==> src/rtl/read_engine_defines.svh <==
//////////////////////////////
// read engine widths and sizes
// fixed widths shared by the package
// and every read engine module
//////////////////////////////

`ifndef READ_ENGINE_DEFINES_SVH
`define READ_ENGINE_DEFINES_SVH

// byte address and element count widths
`define ADDR_W 64
`define SIZE_W 32

// batch and command counters
`define CNT_W 16

// cacheline geometry
`define CACHELINE_BYTES 128
`define ELEM_BYTES 4
`define CL_ELEMS 32

// byte size field of a command
`define BYTES_W 12

`endif
==> src/rtl/read_engine_pkg.sv <==
//////////////////////////////
// read engine types
// FSM states, command opcodes and the
// job, command and response structs
//////////////////////////////

`include "read_engine_defines.svh"

package read_engine_pkg;

	// engine FSM states
	typedef enum logic [2:0] {
		S_IDLE    = 3'd0,
		S_SETUP   = 3'd1,
		S_REQ     = 3'd2,
		S_PENDING = 3'd3,
		S_DONE    = 3'd4
	} read_state_e;

	// cacheline read opcodes
	typedef enum logic [1:0] {
		OP_READ_CL_S  = 2'd0,
		OP_READ_CL_NA = 2'd1,
		OP_READ_PNA   = 2'd2
	} read_opcode_e;

	// one read job, base byte address and element count
	typedef struct packed {
		logic [`ADDR_W-1:0] base;
		logic [`SIZE_W-1:0] size;
	} read_job_t;

	// one cacheline read command
	typedef struct packed {
		logic               valid;
		read_opcode_e       opcode;
		logic [`ADDR_W-1:0] address;
		logic [`BYTES_W-1:0] size_bytes;
		logic [`SIZE_W-1:0] real_size;
	} read_cmd_t;

	// response to one command
	typedef struct packed {
		logic               valid;
		logic [`SIZE_W-1:0] real_size;
	} read_resp_t;

endpackage

==> src/rtl/read_engine_top.sv <==
//////////////////////////////
// read engine top
// job FSM, batch counter and
// command generator for one read stream
//////////////////////////////

`timescale 1ns/1ps

`include "read_engine_defines.svh"

module read_engine_top (
	input  logic                         clock,
	input  logic                         rstn,
	input  logic                         job_req,
	input  read_engine_pkg::read_job_t   job,
	input  logic                         shared_mode,
	input  logic [`CNT_W-1:0]            batch_limit,
	input  logic                         cmd_alfull,
	input  read_engine_pkg::read_resp_t  resp,
	output logic                         job_ack,
	output read_engine_pkg::read_cmd_t   cmd,
	output logic [`SIZE_W-1:0]           words_done
);

	// FSM controls
	logic job_start;
	logic batch_clear;
	logic issue_en;

	// status back to the FSM
	logic issue_fire;
	logic remaining_empty;
	logic batch_full;
	logic drained;

	read_stream_fsm u_fsm (
		.clock           (clock),
		.rstn            (rstn),
		.job_req         (job_req),
		.batch_full      (batch_full),
		.drained         (drained),
		.remaining_empty (remaining_empty),
		.job_ack         (job_ack),
		.job_start       (job_start),
		.issue_en        (issue_en),
		.batch_clear     (batch_clear)
	);

	read_batch_counter u_counter (
		.clock       (clock),
		.rstn        (rstn),
		.job_start   (job_start),
		.batch_clear (batch_clear),
		.issue_fire  (issue_fire),
		.resp        (resp),
		.batch_limit (batch_limit),
		.batch_full  (batch_full),
		.drained     (drained),
		.words_done  (words_done)
	);

	read_command_gen u_cmd_gen (
		.clock           (clock),
		.rstn            (rstn),
		.job_start       (job_start),
		.job             (job),
		.shared_mode     (shared_mode),
		.issue_en        (issue_en),
		.cmd_alfull      (cmd_alfull),
		.issue_fire      (issue_fire),
		.remaining_empty (remaining_empty),
		.cmd             (cmd)
	);

endmodule

==> src/rtl/read_command_gen.sv <==
//////////////////////////////
// read command generator
// holds the remaining job and turns it
// into cacheline read commands, one per
// cycle while enabled and not back-pressured
//////////////////////////////

`timescale 1ns/1ps

`include "read_engine_defines.svh"

module read_command_gen (
	input  logic                         clock,
	input  logic                         rstn,
	input  logic                         job_start,
	input  read_engine_pkg::read_job_t   job,
	input  logic                         shared_mode,
	input  logic                         issue_en,
	input  logic                         cmd_alfull,
	output logic                         issue_fire,
	output logic                         remaining_empty,
	output read_engine_pkg::read_cmd_t   cmd
);

	import read_engine_pkg::*;

	logic [`ADDR_W-1:0]  base_addr;
	logic [`ADDR_W-1:0]  offset;
	logic [`SIZE_W-1:0]  remaining;
	logic                mode_shared;
	logic [`SIZE_W-1:0]  chunk;
	logic                chunk_partial;

	logic                cmd_valid;
	read_opcode_e        cmd_opcode;
	logic [`ADDR_W-1:0]  cmd_addr;
	logic [`BYTES_W-1:0] cmd_bytes;
	logic [`SIZE_W-1:0]  cmd_real;

	// smallest power of two, at least 4, covering count elements
	function automatic logic [`BYTES_W-1:0] pna_bytes(input logic [`SIZE_W-1:0] count);
		logic [`SIZE_W-1:0]  bytes;
		logic [`BYTES_W-1:0] result;
		bytes  = count * `ELEM_BYTES;
		result = `BYTES_W'(`CACHELINE_BYTES);
		for (int i = 7; i >= 2; i--) begin
			if (bytes <= (`SIZE_W'(1) << i))
				result = `BYTES_W'(1) << i;
		end
		return result;
	endfunction

	assign issue_fire      = issue_en && !cmd_alfull;
	assign remaining_empty = (remaining == '0);

	// elements covered by the next command
	assign chunk = (remaining > `SIZE_W'(`CL_ELEMS)) ? `SIZE_W'(`CL_ELEMS) : remaining;
	assign chunk_partial = (chunk < `SIZE_W'(`CL_ELEMS));

//////////////////////////////
// job tracking
//////////////////////////////

	always_ff @(posedge clock or negedge rstn) begin
		if (!rstn) begin
			remaining <= '0;
			offset    <= '0;
		end else if (job_start) begin
			remaining <= job.size;
			offset    <= '0;
		end else if (issue_fire) begin
			remaining <= remaining - chunk;
			offset    <= offset + `ADDR_W'(`CACHELINE_BYTES);
		end
	end

	always_ff @(posedge clock) begin
		if (job_start) begin
			base_addr   <= job.base;
			mode_shared <= shared_mode;
		end
	end

//////////////////////////////
// command register
//////////////////////////////

	always_ff @(posedge clock or negedge rstn) begin
		if (!rstn) begin
			cmd_valid <= 1'b0;
		end else begin
			cmd_valid <= issue_fire;
		end
	end

	always_ff @(posedge clock) begin
		if (issue_fire) begin
			cmd_addr <= base_addr + offset;
			cmd_real <= chunk;
			if (mode_shared) begin
				cmd_opcode <= OP_READ_CL_S;
				cmd_bytes  <= `BYTES_W'(`CACHELINE_BYTES);
			end else if (chunk_partial) begin
				// partial last line
				cmd_opcode <= OP_READ_PNA;
				cmd_bytes  <= pna_bytes(chunk);
			end else begin
				cmd_opcode <= OP_READ_CL_NA;
				cmd_bytes  <= `BYTES_W'(`CACHELINE_BYTES);
			end
		end
	end

	always_comb begin
		cmd.valid      = cmd_valid;
		cmd.opcode     = cmd_opcode;
		cmd.address    = cmd_addr;
		cmd.size_bytes = cmd_bytes;
		cmd.real_size  = cmd_real;
	end

	// every command carries at least one element
	assert property (@(posedge clock) disable iff (!rstn)
		cmd.valid |-> (cmd.real_size != '0))
		else $error("command issued with zero real_size");

endmodule

==> src/rtl/read_batch_counter.sv <==
//////////////////////////////
// read batch counter
// counts commands sent and responses
// returned per batch, flags a full or
// drained batch, totals done elements
//////////////////////////////

`timescale 1ns/1ps

`include "read_engine_defines.svh"

module read_batch_counter (
	input  logic                             clock,
	input  logic                             rstn,
	input  logic                             job_start,
	input  logic                             batch_clear,
	input  logic                             issue_fire,
	input  read_engine_pkg::read_resp_t      resp,
	input  logic [`CNT_W-1:0]                batch_limit,
	output logic                             batch_full,
	output logic                             drained,
	output logic [`SIZE_W-1:0]               words_done
);

	logic [`CNT_W-1:0] sent_cnt;
	logic [`CNT_W-1:0] resp_cnt;

//////////////////////////////
// batch counts
//////////////////////////////

	always_ff @(posedge clock or negedge rstn) begin
		if (!rstn) begin
			sent_cnt <= '0;
			resp_cnt <= '0;
		end else if (job_start || batch_clear) begin
			sent_cnt <= '0;
			resp_cnt <= '0;
		end else begin
			if (issue_fire)
				sent_cnt <= sent_cnt + 1'b1;
			if (resp.valid)
				resp_cnt <= resp_cnt + 1'b1;
		end
	end

	assign batch_full = (sent_cnt >= batch_limit);
	assign drained    = (resp_cnt == sent_cnt);

//////////////////////////////
// job total
//////////////////////////////

	// element count over the whole job
	always_ff @(posedge clock or negedge rstn) begin
		if (!rstn) begin
			words_done <= '0;
		end else if (job_start) begin
			words_done <= '0;
		end else if (resp.valid) begin
			words_done <= words_done + resp.real_size;
		end
	end

	// no response without a command in flight
	assert property (@(posedge clock) disable iff (!rstn)
		resp_cnt <= sent_cnt)
		else $error("response count above sent count");

endmodule

==> src/rtl/read_stream_fsm.sv <==
//////////////////////////////
// read stream FSM
// sequences one job through setup,
// request batches and drain waits,
// and answers job_req with job_ack
//////////////////////////////

`timescale 1ns/1ps

module read_stream_fsm (
	input  logic clock,
	input  logic rstn,
	input  logic job_req,
	input  logic batch_full,
	input  logic drained,
	input  logic remaining_empty,
	output logic job_ack,
	output logic job_start,
	output logic issue_en,
	output logic batch_clear
);

	import read_engine_pkg::*;

	read_state_e state;
	read_state_e next_state;

//////////////////////////////
// state register
//////////////////////////////

	always_ff @(posedge clock or negedge rstn) begin
		if (!rstn) begin
			state <= S_IDLE;
		end else begin
			state <= next_state;
		end
	end

	always_comb begin
		next_state = state;
		case (state)
			S_IDLE: begin
				if (job_req)
					next_state = S_SETUP;
			end
			S_SETUP: begin
				next_state = S_REQ;
			end
			S_REQ: begin
				// batch limit reached or job fully issued
				if (batch_full || remaining_empty)
					next_state = S_PENDING;
			end
			S_PENDING: begin
				if (drained) begin
					if (remaining_empty)
						next_state = S_DONE;
					else
						next_state = S_REQ;
				end
			end
			S_DONE: begin
				// hold ack until the requester lets go
				if (!job_req)
					next_state = S_IDLE;
			end
			default: begin
				next_state = S_IDLE;
			end
		endcase
	end

//////////////////////////////
// outputs
//////////////////////////////

	// load job and clear totals
	assign job_start = (state == S_SETUP);

	assign issue_en = (state == S_REQ) && !batch_full && !remaining_empty;

	// next batch starts once the current one drained
	assign batch_clear = (state == S_PENDING) && drained && !remaining_empty;

	always_ff @(posedge clock or negedge rstn) begin
		if (!rstn) begin
			job_ack <= 1'b0;
		end else begin
			job_ack <= (next_state == S_DONE);
		end
	end

	// ack only once the job is fully issued and drained
	assert property (@(posedge clock) disable iff (!rstn)
		job_ack |-> (remaining_empty && drained))
		else $error("job_ack high before the job drained");

endmodule

==> config.mk <==
export PLATFORM = sky130hd
export DESIGN_NAME = read_engine_top
export DESIGN_NICKNAME = d
export VERILOG_FILES = /design/src/rtl/read_engine_pkg.sv /design/src/rtl/read_engine_top.sv /design/src/rtl/read_command_gen.sv /design/src/rtl/read_batch_counter.sv /design/src/rtl/read_stream_fsm.sv
export VERILOG_INCLUDE_DIRS = /design/src /design/src/rtl
export SDC_FILE = /design/constraint.sdc
export NUM_CORES = 1
export LEC_CHECK = 0
export BUFFER_PORTS_ARGS = -buffer_cell sky130_fd_sc_hd__clkbuf_2
export CAP_MARGIN = 25
export CORE_UTILIZATION = 42
export DETAILED_ROUTE_END_ITERATION = 10
export PLACE_DENSITY = 0.7
export SYNTH_ARGS = -nofsm -noshare
export SYNTH_HDL_FRONTEND = slang
export SYNTH_SLANG_ARGS = --single-unit
==> constraint.sdc <==
create_clock -name clock -period 4.1 [get_ports clock]
set_input_delay 1.23 -clock clock [delete_from_list [all_inputs] [get_ports clock]]
set_output_delay 1.23 -clock clock [all_outputs]
set_load 0.05 [all_outputs]
==> impl_metrics.yaml, run 1 <==
synthesis:
  synth_cell_type_count: 81
  netlist_area_mm2: 0.0180
  ys.flop_type: "edfxtp_1"
  yosysSeqAreaShare: 0.501
  synth_edf_count: 169
  synth-seq-cells: 327
  async_reset_ff_frac: 0.483
  synthCells: 1723
  yosysWarnings: 0
  syn_avg_cell_area_um2: 10.5
sta:
  fin_skew_ps: 20.2
  finalSetupViolCount: 0
  relSlewSlack: 0.479
  period_needed_ps: 3780
  worstMarginPinSlew_ps: 781
  final.setup.tns_ps: 0
  drv_slew: 0
  finalWorstSetupSlack_ps: 315
  fin_crit_sh: 0.923
  worst_hold_slack_ps: 420
  fmax_mhz: 264
  rsz0062_at_grt: "no"
  hold_viol: 0
flow_run:
  max_cap_violations: 0
worst_setup_path:
  path_class: "reg -> reg"
  path_cells: "ha_1, a211oi_1, o21bai_1, a41oi_1, a211oi_1, o211ai_1, nand4b_1, a21oi_1, o21bai_1, a221oi_1, xnor2_1"
  crit_path_end_kind: "flip-flop"
  crit_arrival_ps: 4080
  critPathSlowestCell: "dfrtp_1"
  critPathMaxStageDelay_ps: 430
  worstPathRequired_ps: 4400
  crit_path_max_fanout: 5
  startpoint_type: "flip-flop"
clock_tree:
  clkTransAtPathRegs_ps: 60
  h-tree-depth: 2
  numCtsBuffers: 39
  clock-sinks: 327
  post_cts_buffers: 0
  cts_tree: "yes"
  clock_latency_ps: 560
  root_buffer: "clkbuf_16"
  cts_resized: 0
  cts_hold_buf: 0
  cts_buffer_depth: 3
pwr:
  leakagePower_nw: 9.77
  power_density_mw_per_mm2: 582
  ir_worst_vdd_mv: 0.538
floorplanning:
  io_pins: 294
  core-area_mm2: 0.0421
  die_h_um: 209
  fp.dieW_um: 209
  die_area_mm2: 0.0437
  rows: 75
  initial_core_util: 0.428
routing:
  drt-initial-drc-count: 818
  vias_per_cell: 5.38
  wirelength_mm: 44.2
  firstDrtPassIters: 5
  wl_per_cell_um: 16.9
  route.detailed.drc: 0
  vias: 14100
  drt.antenna.violating_nets: 0
place:
  place_area_mm2: 0.0203
  place_ws_ps: -44.8
  hpwl_mm: 32.4
  io_buffers: 287
  gp_congestion: 0.901
grt:
  gr-total-overflow: 0
  grt_pass1_wl_mm: 71.1
  grt_pass1_vias: 14000
  grt_usage: 0.203
  antenna_found_initial: 4
  grt_max_degree: 80
layout:
  area_growth_syn_to_layout_pct: 20.1
  finalInstanceArea_mm2: 0.0216
  final_core_util: 0.514
  drive_above_1_share: 0.202
  nNetsFinal: 2305
min_path:
  min_path_type: "reg -> reg"
outcome:
  run_status: "complete, no violations"
## cell usage in the layout (no fill, tap or decap), types with 14 or more instances in the layout
cell       instances
conb_1            33
xor2_1            77
nor3_1            29
mux2i_1           31
clkbuf_16         40
o21a_1            15
or3_1             17
o21ai_1           14
nand2_1          138
ha_1             107
clkbuf_2         286
nor4_1            22
o31ai_1           14
a21o_1            42
a21oi_1          102
nor2_1           183
inv_1             50
nand4_1           33
xnor2_1           83
and3_1            30
o21ai_0           82
nand3_1           53
edfxtp_1         169
buf_4             28
dfrtp_1          158
## registers in the layout, indices dropped and copies added, names as in the netlist, 16 cells and up
register              flops
u_cmd_gen.base_addr      64
u_cmd_gen.cmd_addr       64
u_cmd_gen.offset         57
u_cmd_gen.cmd_real       32
u_cmd_gen.remaining      32
u_counter.words_done     32
u_counter.resp_cnt       16
u_counter.sent_cnt       16
## cell type report
type	count	area (um2)
diodes	1	2.50
clock buffers	54	1130
clock inverters	17	171
fillers	3753	20500
inverters	53	209
multi-input cells	1302	8590
flip-flops and latches	327	9030
well taps	539	674
repair buffers	324	1830
## power breakdown
group	total [mW]	switching, mW	leakage, nW	internal, mW
combinational	4.46	2.91	5.50	1.55
clock	3.50	1.38	0.649	2.12
sequential	4.64	0.529	3.62	4.11
## logic make-up (layout without fill, tap and decap cells)
logic type               after synthesis  count (layout)  synth area share
AO/OA/AOI/OAI                        363             363             0.128
XOR/XNOR                             160             160            0.0778
adder cells (fa/ha/maj)              108             108            0.0754
buffers and inverters                125             448            0.0292
flip-flops                           327             327             0.501
multiplexers                          31              31            0.0172
other                                  2              34          0.000417
AND/OR/NAND/NOR                      607             607             0.171
## worst max-delay path: cells and delay by family (launching register included)
kind	cells	cell delay (ps)
AO/OA/AOI/OAI	8	2340
flip-flops	1	430
adder cells (fa/ha/maj)	1	360
AND/OR/NAND/NOR	1	290
XOR/XNOR	1	100
## worst paths after layout
| path | cells past startpoint | startpoint | end | slack (ps) |
|---|---|---|---|---|
| worst max-delay path | 11 | u_cmd_gen.offset[8] | u_cmd_gen.cmd_addr[52] | 320 |
| min in group asynchronous | 1 | rstn | u_counter.words_done[31] | 720 |
| worst max register to register | 11 | u_cmd_gen.offset[8] | u_cmd_gen.cmd_addr[52] | 320 |
| worst min-delay path | 0 | u_cmd_gen.base_addr[6] | u_cmd_gen.cmd_addr[6] | 420 |
| worst min register to register | 0 | u_cmd_gen.base_addr[6] | u_cmd_gen.cmd_addr[6] | 420 |
| max in group asynchronous | 2 | rstn | u_counter.words_done[1] | 2540 |
## cell usage after synthesis (all sizes together), types with 51 or more instances
master | count | area share
nor2 | 185 | 0.039
nand2 | 138 | 0.029
dfrtp | 158 | 0.22
edfxtp | 169 | 0.28
xnor2 | 83 | 0.040
inv | 51 | 0.011
xor2 | 77 | 0.037
o21ai | 96 | 0.027
nand3 | 55 | 0.016
a21oi | 102 | 0.028
clkbuf | 51 | 0.011
ha | 107 | 0.074
## stage by stage
| stage | std cells | power, mW |
|---|---|---|
| after floorplan | 1754 | 8.00 |
| after global placement | 2544 | 9.06 |
| after detailed placement | 2545 | 9.16 |
| after CTS | 2616 | 12.7 |
| after global routing | 2617 | 13.3 |
| final | 2617 | 12.6 |
## layer usage
| layer | wire, um | GRT usage | up-vias |
|---|---|---|---|
| li1 | - | - | 6889 |
| met1 | 18900 | 0.251 | 6713 |
| met2 | 20600 | 0.335 | 379 |
| met3 | 3210 | 0.0570 | 97 |
| met4 | 1390 | 0.0832 | 6 |
| met5 | 48 | 0 | - |
No activity file was read; power rests on OpenSTA's default activity.
==> inputs of run 2 (changes only) <==
==> constraint.sdc (replaced) <==
create_clock -name clock -period 4.1 [get_ports clock]
set_input_delay 0.41 -clock clock [delete_from_list [all_inputs] [get_ports clock]]
set_output_delay 0.41 -clock clock [all_outputs]
set_load 0.05 [all_outputs]
==> run 2 against run 1 <==
  * Global-route usage rose by 0.30 points
  * Die area did not move
  * Flip-flop and latch count did not move
  * Non-clock buffer count rose by 15
  * Sequential power barely moved
  * Largest cell class unchanged
==> impl_metrics.yaml, run 2 (synthesized netlist as in run 1, its figures left out) <==
worst_setup_path:
  critPathMostFrequentCell: "or4_1"
  worstPathRequired_ps: 4550
  path_class: "reg -> reg"
  path_cells: "or4_1, nor4b_1, nor3b_2, nand3_1, nand2_1, ha_1, or2_2, nor2_1, o21ai_1, or4_1, nor4_1, a21o_1, a22o_1"
  crit_path_end_kind: "flip-flop"
  critPathSlowestCell: "or4_1"
  crit_path_max_fanout: 7
  crit_arrival_ps: 4160
  critPathMaxStageDelay_ps: 560
  startpoint_type: "flip-flop"
layout:
  finalInstanceArea_mm2: 0.0218
  final_cells: 2633
  reg_top3: "u_cmd_gen.base_addr: 64 flops, u_cmd_gen.cmd_addr: 64 flops, u_cmd_gen.offset: 57 flops"
  final_core_util: 0.517
  layout_common_cells: "clkbuf_2, nor2_1, edfxtp_1, dfrtp_1, nand2_1"
  drive_above_1_share: 0.192
  fillCellCount: 3695
  area_growth_syn_to_layout_pct: 20.9
  layout_commonest_cell: "clkbuf_2"
  nNetsFinal: 2320
  multi_input_area_mm2: 0.00859
  regArea_mm2: 0.00903
pwr:
  leakagePower_nw: 9.80
  swShare: 0.385
  power.share.clock: 0.280
  p_total_mw: 12.6
  ir_worst_vdd_mv: 0.546
  power_density_mw_per_mm2: 580
  seq_power_share: 0.368
  internal_power_mw: 7.77
  comb_power_share: 0.352
  power_switching_mw: 4.86
routing:
  wl_per_cell_um: 17.2
  drt-initial-drc-count: 739
  wirelength_mm: 45.4
  drt.antenna.violating_nets: 0
  route.detailed.drc: 0
  met2_length_mm: 21.3
  vias: 14300
  drt-met1-wl_mm: 19.5
  vias_per_cell: 5.42
  highest_layer: "met5"
  wl_met3_mm: 3.10
  firstDrtPassIters: 5
floorplanning:
  core-area_mm2: 0.0421
  fp.dieW_um: 209
  rows: 75
  die_h_um: 209
  die_area_mm2: 0.0437
  initial_core_util: 0.428
  io_pins: 294
sta:
  worst_hold_slack_ps: 39.1
  worstMarginPinSlew_ps: 938
  fmax_mhz: 269
  relSlewSlack: 0.375
  fin_crit_sh: 0.906
  finalWorstSetupSlack_ps: 387
  hold_viol: 0
  period_needed_ps: 3710
  drv_slew: 0
  rsz0062_at_grt: "no"
  finalSetupViolCount: 0
  final.setup.tns_ps: 0
  fin_skew_ps: 21.7
min_path:
  min_path_type: "in -> reg"
grt:
  grt_pass1_wl_mm: 72.1
  grt_max_degree: 110
  gr-total-overflow: 0
  antenna_found_initial: 6
  grt_pass1_vias: 14000
  grt_usage: 0.206
place:
  gp_congestion: 0.907
  hpwl_mm: 32.8
  place_area_mm2: 0.0202
  dp_cells: 2530
  io_buffers: 287
  place_ws_ps: 420
clock_tree:
  clkTransAtPathRegs_ps: 60
  numCtsBuffers: 39
  cts_resized: 0
  clock_latency_ps: 560
  cts_buffer_depth: 3
  root_buffer: "clkbuf_16"
  h-tree-depth: 2
  cts_tree: "yes"
  clock-sinks: 327
outcome:
  run_status: "complete, no violations"
flow_run:
  max_cap_violations: 0
## run 2: power groups by stage
stage / logic, mW / clock network (mW) / registers, mW
after floorplan: 2.29 / 0 / 5.71
after global placement: 4.32 / 0 / 4.67
after detailed placement: 4.40 / 0 / 4.69
after CTS: 4.46 / 3.64 / 4.64
after global routing: 4.86 / 3.74 / 4.72
final: 4.44 / 3.54 / 4.64
## run 2: final cells by class
class                   count  area share
flip-flops and latches    327       0.414
diodes                      1    0.000115
clock buffers              53      0.0486
repair buffers            339      0.0901
multi-input cells        1302       0.394
well taps                 539      0.0310
inverters                  53     0.00959
clock inverters            19      0.0119
## run 2: what timing repair did
action                                  4_1_cts  5_1_grt
endpoints found under the setup margin        0        0
hold endpoints to repair                     28       31
hold buffers                                 28        1
buffers inserted                              0        0
## run 2: final timing paths
| check | start | cells past startpoint | endpoint | slack, ps |
|---|---|---|---|---|
| setup / recovery | u_cmd_gen.remaining[16] | 13 | u_cmd_gen.remaining[20] | 390 |
| hold / removal | job[39] | 1 | u_cmd_gen.base_addr[7] | 40 |
| setup reg to reg | u_cmd_gen.remaining[16] | 13 | u_cmd_gen.remaining[20] | 390 |
| hold reg to reg | u_cmd_gen.base_addr[4] | 0 | u_cmd_gen.cmd_addr[4] | 420 |
| max in group asynchronous | rstn | 3 | u_cmd_gen.offset[37] | 3070 |
| min in group asynchronous | rstn | 2 | u_counter.resp_cnt[6] | 320 |
## run 2: worst max-delay path, delay by kind of cell, from the launching register on
| family | cells | cell delay [ps] |
|---|---|---|
| AOI/OAI and AO/OA | 3 | 670 |
| adders and majority gates | 1 | 270 |
| DFF | 1 | 420 |
| and+or+nand+nor | 9 | 2240 |
## run 2: routing by layer
| metal | vias to the layer above | global-route usage |
|---|---|---|
| met5 | - | 0 |
| met3 | 94 | 0.0491 |
| met2 | 419 | 0.344 |
| met4 | 10 | 0.0791 |
| met1 | 6820 | 0.259 |
| li1 | 6915 | - |
